`src/rtl/core_defs.svh`:
```
`ifndef CORE_DEFS_SVH
`define CORE_DEFS_SVH

// one machine word, data and address
`define CORE_XLEN 64

// architectural integer registers, x0 included
`define CORE_NUM_REGS 32

// first fetch address after reset
`define CORE_RESET_PC 64'h8000_0000

`endif

```
`src/rtl/core_pkg.sv`:
```
`default_nettype none

`include "core_defs.svh"

package core_pkg;

    typedef logic [`CORE_XLEN-1:0] word_t;
    typedef logic [31:0] inst_t;
    typedef logic [4:0] regAddr_t;
    typedef logic [7:0] byteMask_t;
    typedef logic [6:0] opcode_t;
    typedef logic [2:0] funct3_t;
    typedef logic [6:0] funct7_t;

    // major opcodes of the supported subset
    localparam opcode_t opOp = 7'b0110011;
    localparam opcode_t opImm = 7'b0010011;
    localparam opcode_t opAuipc = 7'b0010111;
    localparam opcode_t opLui = 7'b0110111;
    localparam opcode_t opJal = 7'b1101111;
    localparam opcode_t opStore = 7'b0100011;
    localparam opcode_t opSystem = 7'b1110011;

    localparam inst_t instEbreak = 32'h0010_0073;

    typedef enum logic {
        aluAdd,
        aluPassB
    } aluOp_e;

    typedef enum logic {
        wbAlu,
        wbPcPlus4
    } wbSel_e;

    typedef enum logic {
        stRun,
        stHalt
    } runState_e;

    typedef struct packed {
        aluOp_e aluOperate;
        logic selA; // 1 rs1, 0 pc
        logic selB; // 1 rs2, 0 imm
        logic writeRd;
        logic npcJump; // next pc is pc + imm
        byteMask_t memoryWriteMask;
        wbSel_e writeBackSelect;
        logic isEbreak;
    } decodeCtrl_t;

    typedef struct packed {
        byteMask_t mask;
        word_t address;
        word_t data; // rs2, not lane shifted
    } storeReq_t;

endpackage

`default_nettype wire

```
`src/rtl/decoder.sv`:
```
`timescale 1ns/1ps
`default_nettype none

module decoder
    import core_pkg::*;
(
    input inst_t inst,
    output decodeCtrl_t ctrl
);

    // every field inactive, acts as a no-op
    localparam decodeCtrl_t ctrlNop = '{
        aluOperate: aluAdd,
        selA: 1'b0,
        selB: 1'b0,
        writeRd: 1'b0,
        npcJump: 1'b0,
        memoryWriteMask: '0,
        writeBackSelect: wbAlu,
        isEbreak: 1'b0
    };

    opcode_t opcode;
    funct3_t funct3;
    funct7_t funct7;

    assign opcode = inst[6:0];
    assign funct3 = inst[14:12];
    assign funct7 = inst[31:25];

    always_comb
    begin
        ctrl = ctrlNop;
        case (opcode)
            opOp:
            begin
                if (funct3 == 3'b000 && funct7 == 7'b0000000) // add
                begin
                    ctrl.aluOperate = aluAdd;
                    ctrl.selA = 1'b1;
                    ctrl.selB = 1'b1;
                    ctrl.writeRd = 1'b1;
                end
            end
            opImm:
            begin
                if (funct3 == 3'b000) // addi
                begin
                    ctrl.aluOperate = aluAdd;
                    ctrl.selA = 1'b1;
                    ctrl.selB = 1'b0;
                    ctrl.writeRd = 1'b1;
                end
            end
            opAuipc:
            begin
                ctrl.aluOperate = aluAdd; // pc + imm
                ctrl.selA = 1'b0;
                ctrl.selB = 1'b0;
                ctrl.writeRd = 1'b1;
            end
            opLui:
            begin
                ctrl.aluOperate = aluPassB;
                ctrl.selB = 1'b0;
                ctrl.writeRd = 1'b1;
            end
            opJal:
            begin
                ctrl.writeRd = 1'b1;
                ctrl.npcJump = 1'b1;
                ctrl.writeBackSelect = wbPcPlus4;
            end
            opStore:
            begin
                // address is always rs1 + imm
                ctrl.aluOperate = aluAdd;
                ctrl.selA = 1'b1;
                ctrl.selB = 1'b0;
                case (funct3)
                    3'b000: ctrl.memoryWriteMask = 8'b0000_0001; // sb
                    3'b001: ctrl.memoryWriteMask = 8'b0000_0011; // sh
                    3'b010: ctrl.memoryWriteMask = 8'b0000_1111; // sw
                    3'b011: ctrl.memoryWriteMask = 8'b1111_1111; // sd
                    default: ctrl.memoryWriteMask = '0;
                endcase
            end
            opSystem:
            begin
                ctrl.isEbreak = (inst == instEbreak);
            end
            default:
            begin
                ctrl = ctrlNop;
            end
        endcase
    end

    noStoreWrite: assert final (ctrl.memoryWriteMask == '0 || !ctrl.writeRd)
        else $error("decoder: store with register write, inst %h", inst);

endmodule

`default_nettype wire

```
`src/rtl/execUnit.sv`:
```
`timescale 1ns/1ps
`default_nettype none

module execUnit
    import core_pkg::*;
(
    input decodeCtrl_t ctrl,
    input word_t pc,
    input word_t imm,
    input word_t rs1Data,
    input word_t rs2Data,
    output word_t rdData,
    output logic rdWrite,
    output word_t jumpTarget,
    output storeReq_t storeReq,
    input wire halted
);

    word_t operandA;
    word_t operandB;
    word_t aluResult;
    word_t pcPlus4;

    assign operandA = ctrl.selA ? rs1Data : pc;
    assign operandB = ctrl.selB ? rs2Data : imm;
    assign pcPlus4 = pc + word_t'(4);

    always_comb
    begin
        case (ctrl.aluOperate)
            aluAdd: aluResult = operandA + operandB;
            aluPassB: aluResult = operandB; // lui
            default: aluResult = operandB;
        endcase
    end

    always_comb
    begin
        case (ctrl.writeBackSelect)
            wbPcPlus4: rdData = pcPlus4; // jal link
            default: rdData = aluResult;
        endcase
    end

    assign jumpTarget = pc + imm;

    // a halted core neither writes registers nor stores
    assign rdWrite = ctrl.writeRd && !halted;

    assign storeReq = '{
        mask: halted ? '0 : ctrl.memoryWriteMask,
        address: aluResult,
        data: rs2Data
    };

endmodule

`default_nettype wire

```
`src/rtl/fetchPc.sv`:
```
`timescale 1ns/1ps
`default_nettype none

`include "core_defs.svh"

module fetchPc
    import core_pkg::*;
(
    input wire clock,
    input wire reset,
    input wire npcJump,
    input word_t jumpTarget,
    input wire ebreak,
    output word_t pc,
    output logic halted
);

    runState_e state;

    always_ff @(posedge clock)
    begin
        if (reset)
        begin
            state <= stRun;
            pc <= `CORE_RESET_PC;
        end
        else
        begin
            case (state)
                stRun:
                begin
                    if (ebreak)
                    begin
                        state <= stHalt; // pc stays on the ebreak
                    end
                    else if (npcJump)
                    begin
                        pc <= jumpTarget;
                    end
                    else
                    begin
                        pc <= pc + word_t'(4);
                    end
                end
                default:
                begin
                    state <= stHalt;
                end
            endcase
        end
    end

    assign halted = (state == stHalt);

    pcFrozen: assert property (@(posedge clock) disable iff (reset)
        (state == stHalt && !reset) |=> $stable(pc))
        else $error("fetchPc: pc moved while halted");

endmodule

`default_nettype wire

```
`src/rtl/immGen.sv`:
```
`timescale 1ns/1ps
`default_nettype none

`include "core_defs.svh"

module immGen
    import core_pkg::*;
(
    input inst_t inst,
    output word_t imm
);

    opcode_t opcode;
    logic signBit;

    assign opcode = inst[6:0];
    assign signBit = inst[31];

    always_comb
    begin
        case (opcode)
            opStore: // S format
            begin
                imm = {{(`CORE_XLEN-12){signBit}}, inst[31:25], inst[11:7]};
            end
            opAuipc, opLui: // U format
            begin
                imm = {{(`CORE_XLEN-32){signBit}}, inst[31:12], 12'b0};
            end
            opJal: // J format, bit 0 always zero
            begin
                imm = {{(`CORE_XLEN-20){signBit}}, inst[19:12], inst[20],
                    inst[30:21], 1'b0};
            end
            default: // I format
            begin
                imm = {{(`CORE_XLEN-12){signBit}}, inst[31:20]};
            end
        endcase
    end

endmodule

`default_nettype wire

```
`src/rtl/regFile.sv`:
```
`timescale 1ns/1ps
`default_nettype none

`include "core_defs.svh"

module regFile
    import core_pkg::*;
(
    input wire clock,
    input wire reset,
    input regAddr_t rs1Addr,
    input regAddr_t rs2Addr,
    output word_t rs1Data,
    output word_t rs2Data,
    input regAddr_t rdAddr,
    input word_t rdData,
    input wire rdWrite
);

    word_t regs [`CORE_NUM_REGS];

    always_ff @(posedge clock)
    begin
        if (reset)
        begin
            for (int i = 0; i < `CORE_NUM_REGS; i++)
            begin
                regs[i] <= '0;
            end
        end
        else if (rdWrite && rdAddr != '0) // x0 writes dropped
        begin
            regs[rdAddr] <= rdData;
        end
    end

    assign rs1Data = (rs1Addr == '0) ? '0 : regs[rs1Addr];
    assign rs2Data = (rs2Addr == '0) ? '0 : regs[rs2Addr];

endmodule

`default_nettype wire

```
`src/rtl/rvCore.sv`:
```
`timescale 1ns/1ps
`default_nettype none

module rvCore
    import core_pkg::*;
(
    input wire clock,
    input wire reset,
    output word_t pc,
    input inst_t inst,
    output storeReq_t storeReq,
    output logic halted
);

    decodeCtrl_t ctrl;
    word_t imm;
    word_t rs1Data;
    word_t rs2Data;
    word_t rdData;
    logic rdWrite;
    word_t jumpTarget;
    storeReq_t execStore;

    fetchPc i_fetchPc (
        .clock(clock),
        .reset(reset),
        .npcJump(ctrl.npcJump),
        .jumpTarget(jumpTarget),
        .ebreak(ctrl.isEbreak),
        .pc(pc),
        .halted(halted)
    );

    decoder i_decoder (
        .inst(inst),
        .ctrl(ctrl)
    );

    immGen i_immGen (
        .inst(inst),
        .imm(imm)
    );

    regFile i_regFile (
        .clock(clock),
        .reset(reset),
        .rs1Addr(inst[19:15]),
        .rs2Addr(inst[24:20]),
        .rs1Data(rs1Data),
        .rs2Data(rs2Data),
        .rdAddr(inst[11:7]),
        .rdData(rdData),
        .rdWrite(rdWrite && !reset) // no writes during reset
    );

    execUnit i_execUnit (
        .ctrl(ctrl),
        .pc(pc),
        .imm(imm),
        .rs1Data(rs1Data),
        .rs2Data(rs2Data),
        .rdData(rdData),
        .rdWrite(rdWrite),
        .jumpTarget(jumpTarget),
        .storeReq(execStore),
        .halted(halted)
    );

    assign storeReq = '{
        mask: reset ? '0 : execStore.mask,
        address: execStore.address,
        data: execStore.data
    };

    // halt state in fetchPc must silence the store port in execUnit
    haltNoStore: assert property (@(posedge clock) disable iff (reset)
        halted |-> storeReq.mask == '0)
        else $error("rvCore: store issued while halted");

endmodule

`default_nettype wire

```
`config.mk`:
```
export PLATFORM = sky130hd
export DESIGN_NAME = rvCore
export DESIGN_NICKNAME = d
export VERILOG_FILES = /design/src/rtl/core_pkg.sv /design/src/rtl/decoder.sv /design/src/rtl/execUnit.sv /design/src/rtl/fetchPc.sv /design/src/rtl/immGen.sv /design/src/rtl/regFile.sv /design/src/rtl/rvCore.sv
export VERILOG_INCLUDE_DIRS = /design/src /design/src/rtl
export SDC_FILE = /design/constraint.sdc
export NUM_CORES = 2
export LEC_CHECK = 0
export BUFFER_PORTS_ARGS = -buffer_cell sky130_fd_sc_hd__buf_2
export CORE_MARGIN = 2
export CORE_UTILIZATION = 30
export DETAILED_ROUTE_END_ITERATION = 10
export PLACE_DENSITY = 0.54
export SYNTH_ARGS = -nofsm -noshare
export SYNTH_HDL_FRONTEND = slang
export SYNTH_SLANG_ARGS = --single-unit
```
`constraint.sdc`:
```
create_clock -name clock -period 22.7 [get_ports clock]
set_clock_uncertainty 0.1 [all_clocks]
set_input_delay 6.81 -clock clock [delete_from_list [all_inputs] [get_ports clock]]
set_output_delay 6.81 -clock clock [all_outputs]
set_load 0.05 [all_outputs]
```
==> flow_summary.yaml <==
detailed_routing:
  antenna_left: 0
  drt-total-wl_um: 511000
  drc: 0
  first_iter_violations: 13711
  dr.pass1.iters: 6
  vias: 87038
  viasPerCell: 6.17
  routedWlPerCell_um: 36.3
grt:
  grt_antenna_before_repair: 28
  grt_pass1_vias: 85521
  gr-total-overflow: 0
  grtUsageTotal_pct: 24.9
  grt_pass1_wl_um: 699000
  grt_max_degree: 119
setup_path:
  critPathLaunch: "inst[16]"
  crit_required_ns: 15.79
  cp_slowest_cell: "mux2i_1"
  crit_arrival_ns: 13.73
  regToRegStartpoint: "i_regFile.regs[3][22]"
  rr_worst_depth: 15
  crit_chain: "buf_8 -> buf_4 -> mux4_2 -> mux4_2 -> mux2i_1 -> o21ai_0 -> ha_1 -> nand4_1 -> or3_1 -> or3_1 -> or3b_1 -> a21oi_1 -> o21ai_0 -> nand2_1 -> a21oi_1 -> xor2_1 -> o21ai_0 -> buf_2"
  worstSetupEndpoint: "storeReq[124]"
  cpPeakStageDelay_ns: 0.94
  cp_max_fo: 93
  r2r_end: "i_regFile.regs[16][59]"
  r2r_setup_slack_ns: 15.84
  crit_type: "in -> out"
  start_kind: "input pin"
  cp-end-kind: "primary output"
  cp_common_cell: "o21ai_0"
sta:
  layout_min_cycle_time_ns: 20.64
  whs_ns: 0.512
  fmax_mhz: 48.5
  drv_slew: 0
  hold_viol: 0
  tightest_slew_ns: 1.48
  max_slew_margin_pct: 1.36
  min_period_over_period_pct: 90.9
  timing.setup.tns_ns: 0
  rsz0062_at_grt: "false"
  setup_viol: 0
place:
  routabilityCongestion: 0.949
  portBuffers: 234
  hpwl_um: 306000
pwr:
  power_leakage_uw: 0.0462
  pwr-share-seq_pct: 46.8
  internal-power_uw: 6920
  p_sw_share_pct: 27.6
  p_clk_share_pct: 38.8
  cellPowerDensity_nw_per_um2: 72.1
  netSwitchingPower_uw: 2640
  comb_power_share_pct: 14.4
  peakVddDrop_mv: 0.0606
final_layout:
  layout-drive-gt1-share_pct: 25.1
  area_growth_pct: 11.8
  fin_nets: 8858
yosys:
  async_reset_ff_share_pct: 0
  syn_area_per_cell_um2: 13.4
  ys_seq_area_share_pct: 52.9
  synthesis.area_um2: 119000
  synth_cell_type_count: 98
  synth_warnings: 0
  synth_seq_cells: 2113
  synth_edf_count: 2048
  synth_flop_cell: "edfxtp_1"
  syn_inst: 8872
worst_hold_path:
  hold_path_depth: 2
  hold_path.class: "reg -> reg"
clocking:
  clk_pin_slew_ns: 0.06
  postCtsSetupBuffers: 0
  cts.htree.levels: 4
  clock-sinks: 2113
  ctsLongestPathBuffers: 4
  cts_buffers: 219
  cts_tree: "done"
  root_buffer: "clkbuf_16"
  cts_resized: 0
  insertion_delay_ns: 0.98
  hold_buffers: 0
job:
  max_cap_viol_count: 1
outcome:
  violations: "max-capacitance violations"
  status: "finished, violations left"
floorplan:
  dieArea_um2: 400000
  coreArea_um2: 393000
  die_h_um: 633
  die_x_um: 633
  pin_count: 235
  initial_core_util_pct: 30.2
  rows: 230
[state kept, by name, indices dropped and copies added, names as in the netlist]
| register | count |
|---|---|
| i_regFile.regs | 2048 |
| i_fetchPc.pc | 64 |
| i_fetchPc.halted | 1 |
[metal layers]
layer,vias to the layer above,global-route usage [%],routed length [µm]
met3,1503,6.66,65400
met4,18,14.0,34400
met2,6749,39.2,231000
met1,45069,31.1,180000
li1,33699,-,-
met5,-,0,129
[cells in the final DEF, fill, tap and decap left out, types with 64 or more instances in the layout]
cell | synthesis | final
o21ai_0 | 239 | 236
nor3_1 | 369 | 367
mux4_2 | 1205 | 1205
clkbuf_16 | 0 | 221
a21oi_1 | 304 | 288
buf_2 | 182 | 222
nand4_1 | 67 | 67
dfxtp_1 | 65 | 65
nand2_1 | 455 | 392
mux2i_1 | 99 | 93
xor2_1 | 69 | 69
buf_4 | 50 | 242
nand3_1 | 64 | 64
nor2_1 | 1916 | 1906
edfxtp_1 | 2048 | 2048
xnor2_1 | 93 | 93
conb_1 | 1 | 64
ha_1 | 127 | 127
a21o_1 | 134 | 134
[layout make-up]
class / count / area [µm²]
Fill cell: 38229 / 261000
Tap cell: 5220 / 6530
Multi-Input combinational cell: 5813 / 52500
Inverter: 59 / 230
Clock buffer: 251 / 5640
Clock inverter: 142 / 1440
Timing Repair Buffer: 489 / 3380
Sequential cell: 2113 / 62800
Antenna cell: 9 / 22.5
[synthesized netlist by cell type (19+ instances only)]
cell / number / area, µm²
a211oi_1: 41 / 308
a21o_1: 134 / 1010
a21oi_1: 304 / 1520
a221oi_1: 19 / 166
a22o_1: 43 / 377
a22oi_1: 28 / 210
a31oi_1: 24 / 150
and2_1: 25 / 156
and3_1: 33 / 206
buf_1: 88 / 330
buf_2: 182 / 911
buf_4: 50 / 375
clkbuf_1: 612 / 2300
dfxtp_1: 65 / 1300
edfxtp_1: 2048 / 61500
ha_1: 127 / 1590
inv_1: 57 / 214
mux2_2: 24 / 270
mux2i_1: 99 / 991
mux4_1: 21 / 552
mux4_2: 1205 / 27100
nand2_1: 455 / 1710
nand2b_1: 24 / 150
nand3_1: 64 / 320
nand4_1: 67 / 419
nor2_1: 1916 / 7190
nor2b_1: 27 / 169
nor3_1: 369 / 1850
o211ai_1: 20 / 150
o21ai_0: 239 / 1200
o21ai_1: 20 / 100
o21bai_1: 32 / 240
or3_1: 23 / 144
xnor2_1: 93 / 815
xor2_1: 69 / 604
[kinds of logic after synthesis]
kind of cell | count (synthesis) | share of synthesized area [%]
multiplexers | 1352 | 24.5
other | 1 | 0.00316
XOR/XNOR | 162 | 1.20
flip-flops | 2113 | 52.9
adder cells (fa/ha/maj) | 129 | 1.37
buffers and inverters | 1009 | 3.67
AO/OA/AOI/OAI | 1035 | 5.53
AND/OR/NAND/NOR | 3071 | 10.8
[through the flow]
stage                     instance area [µm²]  total power [µW]  setup slack (ns)  util, %  instances
after floorplan                        119000              5370              2.77        -       8935
after global placement                 125000              5880              2.24     31.9      13694
after detailed placement               125000              5890              2.13     31.9      13694
after CTS                              133000              9540              2.12     33.7      14087
after global routing                   133000              9740              1.77     33.7      14089
final                                  133000              9560              2.06     33.7      14096
[worst min-delay path by stage]
stage,startpoint,endpoint
after floorplan,i_fetchPc.pc[0],i_fetchPc.pc[0]
after global placement,i_fetchPc.pc[26],i_fetchPc.pc[26]
after detailed placement,i_fetchPc.pc[26],i_fetchPc.pc[26]
after CTS,i_fetchPc.pc[26],i_fetchPc.pc[26]
after global routing,i_fetchPc.pc[26],i_fetchPc.pc[26]
final,i_fetchPc.pc[26],i_fetchPc.pc[26]
[power by group through the flow]
| stage | Sequential [µW] | Combinational, µW | Clock, µW |
|---|---|---|---|
| detailed placement | 4560 | 1340 | 0 |
| global placement | 4540 | 1330 | 0 |
| global route | 4490 | 1400 | 3860 |
| CTS | 4470 | 1340 | 3730 |
| floorplan | 4530 | 831 | 0 |
| finish | 4480 | 1370 | 3710 |
[worst max-delay path: cells and delay by family]
| kind | cells | cell delay [ns] |
|---|---|---|
| AOI/OAI and AO/OA | 5 | 1.10 |
| xor gates and xnor gates | 1 | 0.16 |
| adders and majority gates | 1 | 0.54 |
| buffers and inverters | 3 | 1.43 |
| muxes | 3 | 1.85 |
| and+or+nand+nor | 5 | 1.56 |
Note: power is estimated with default switching activity, not from simulation.
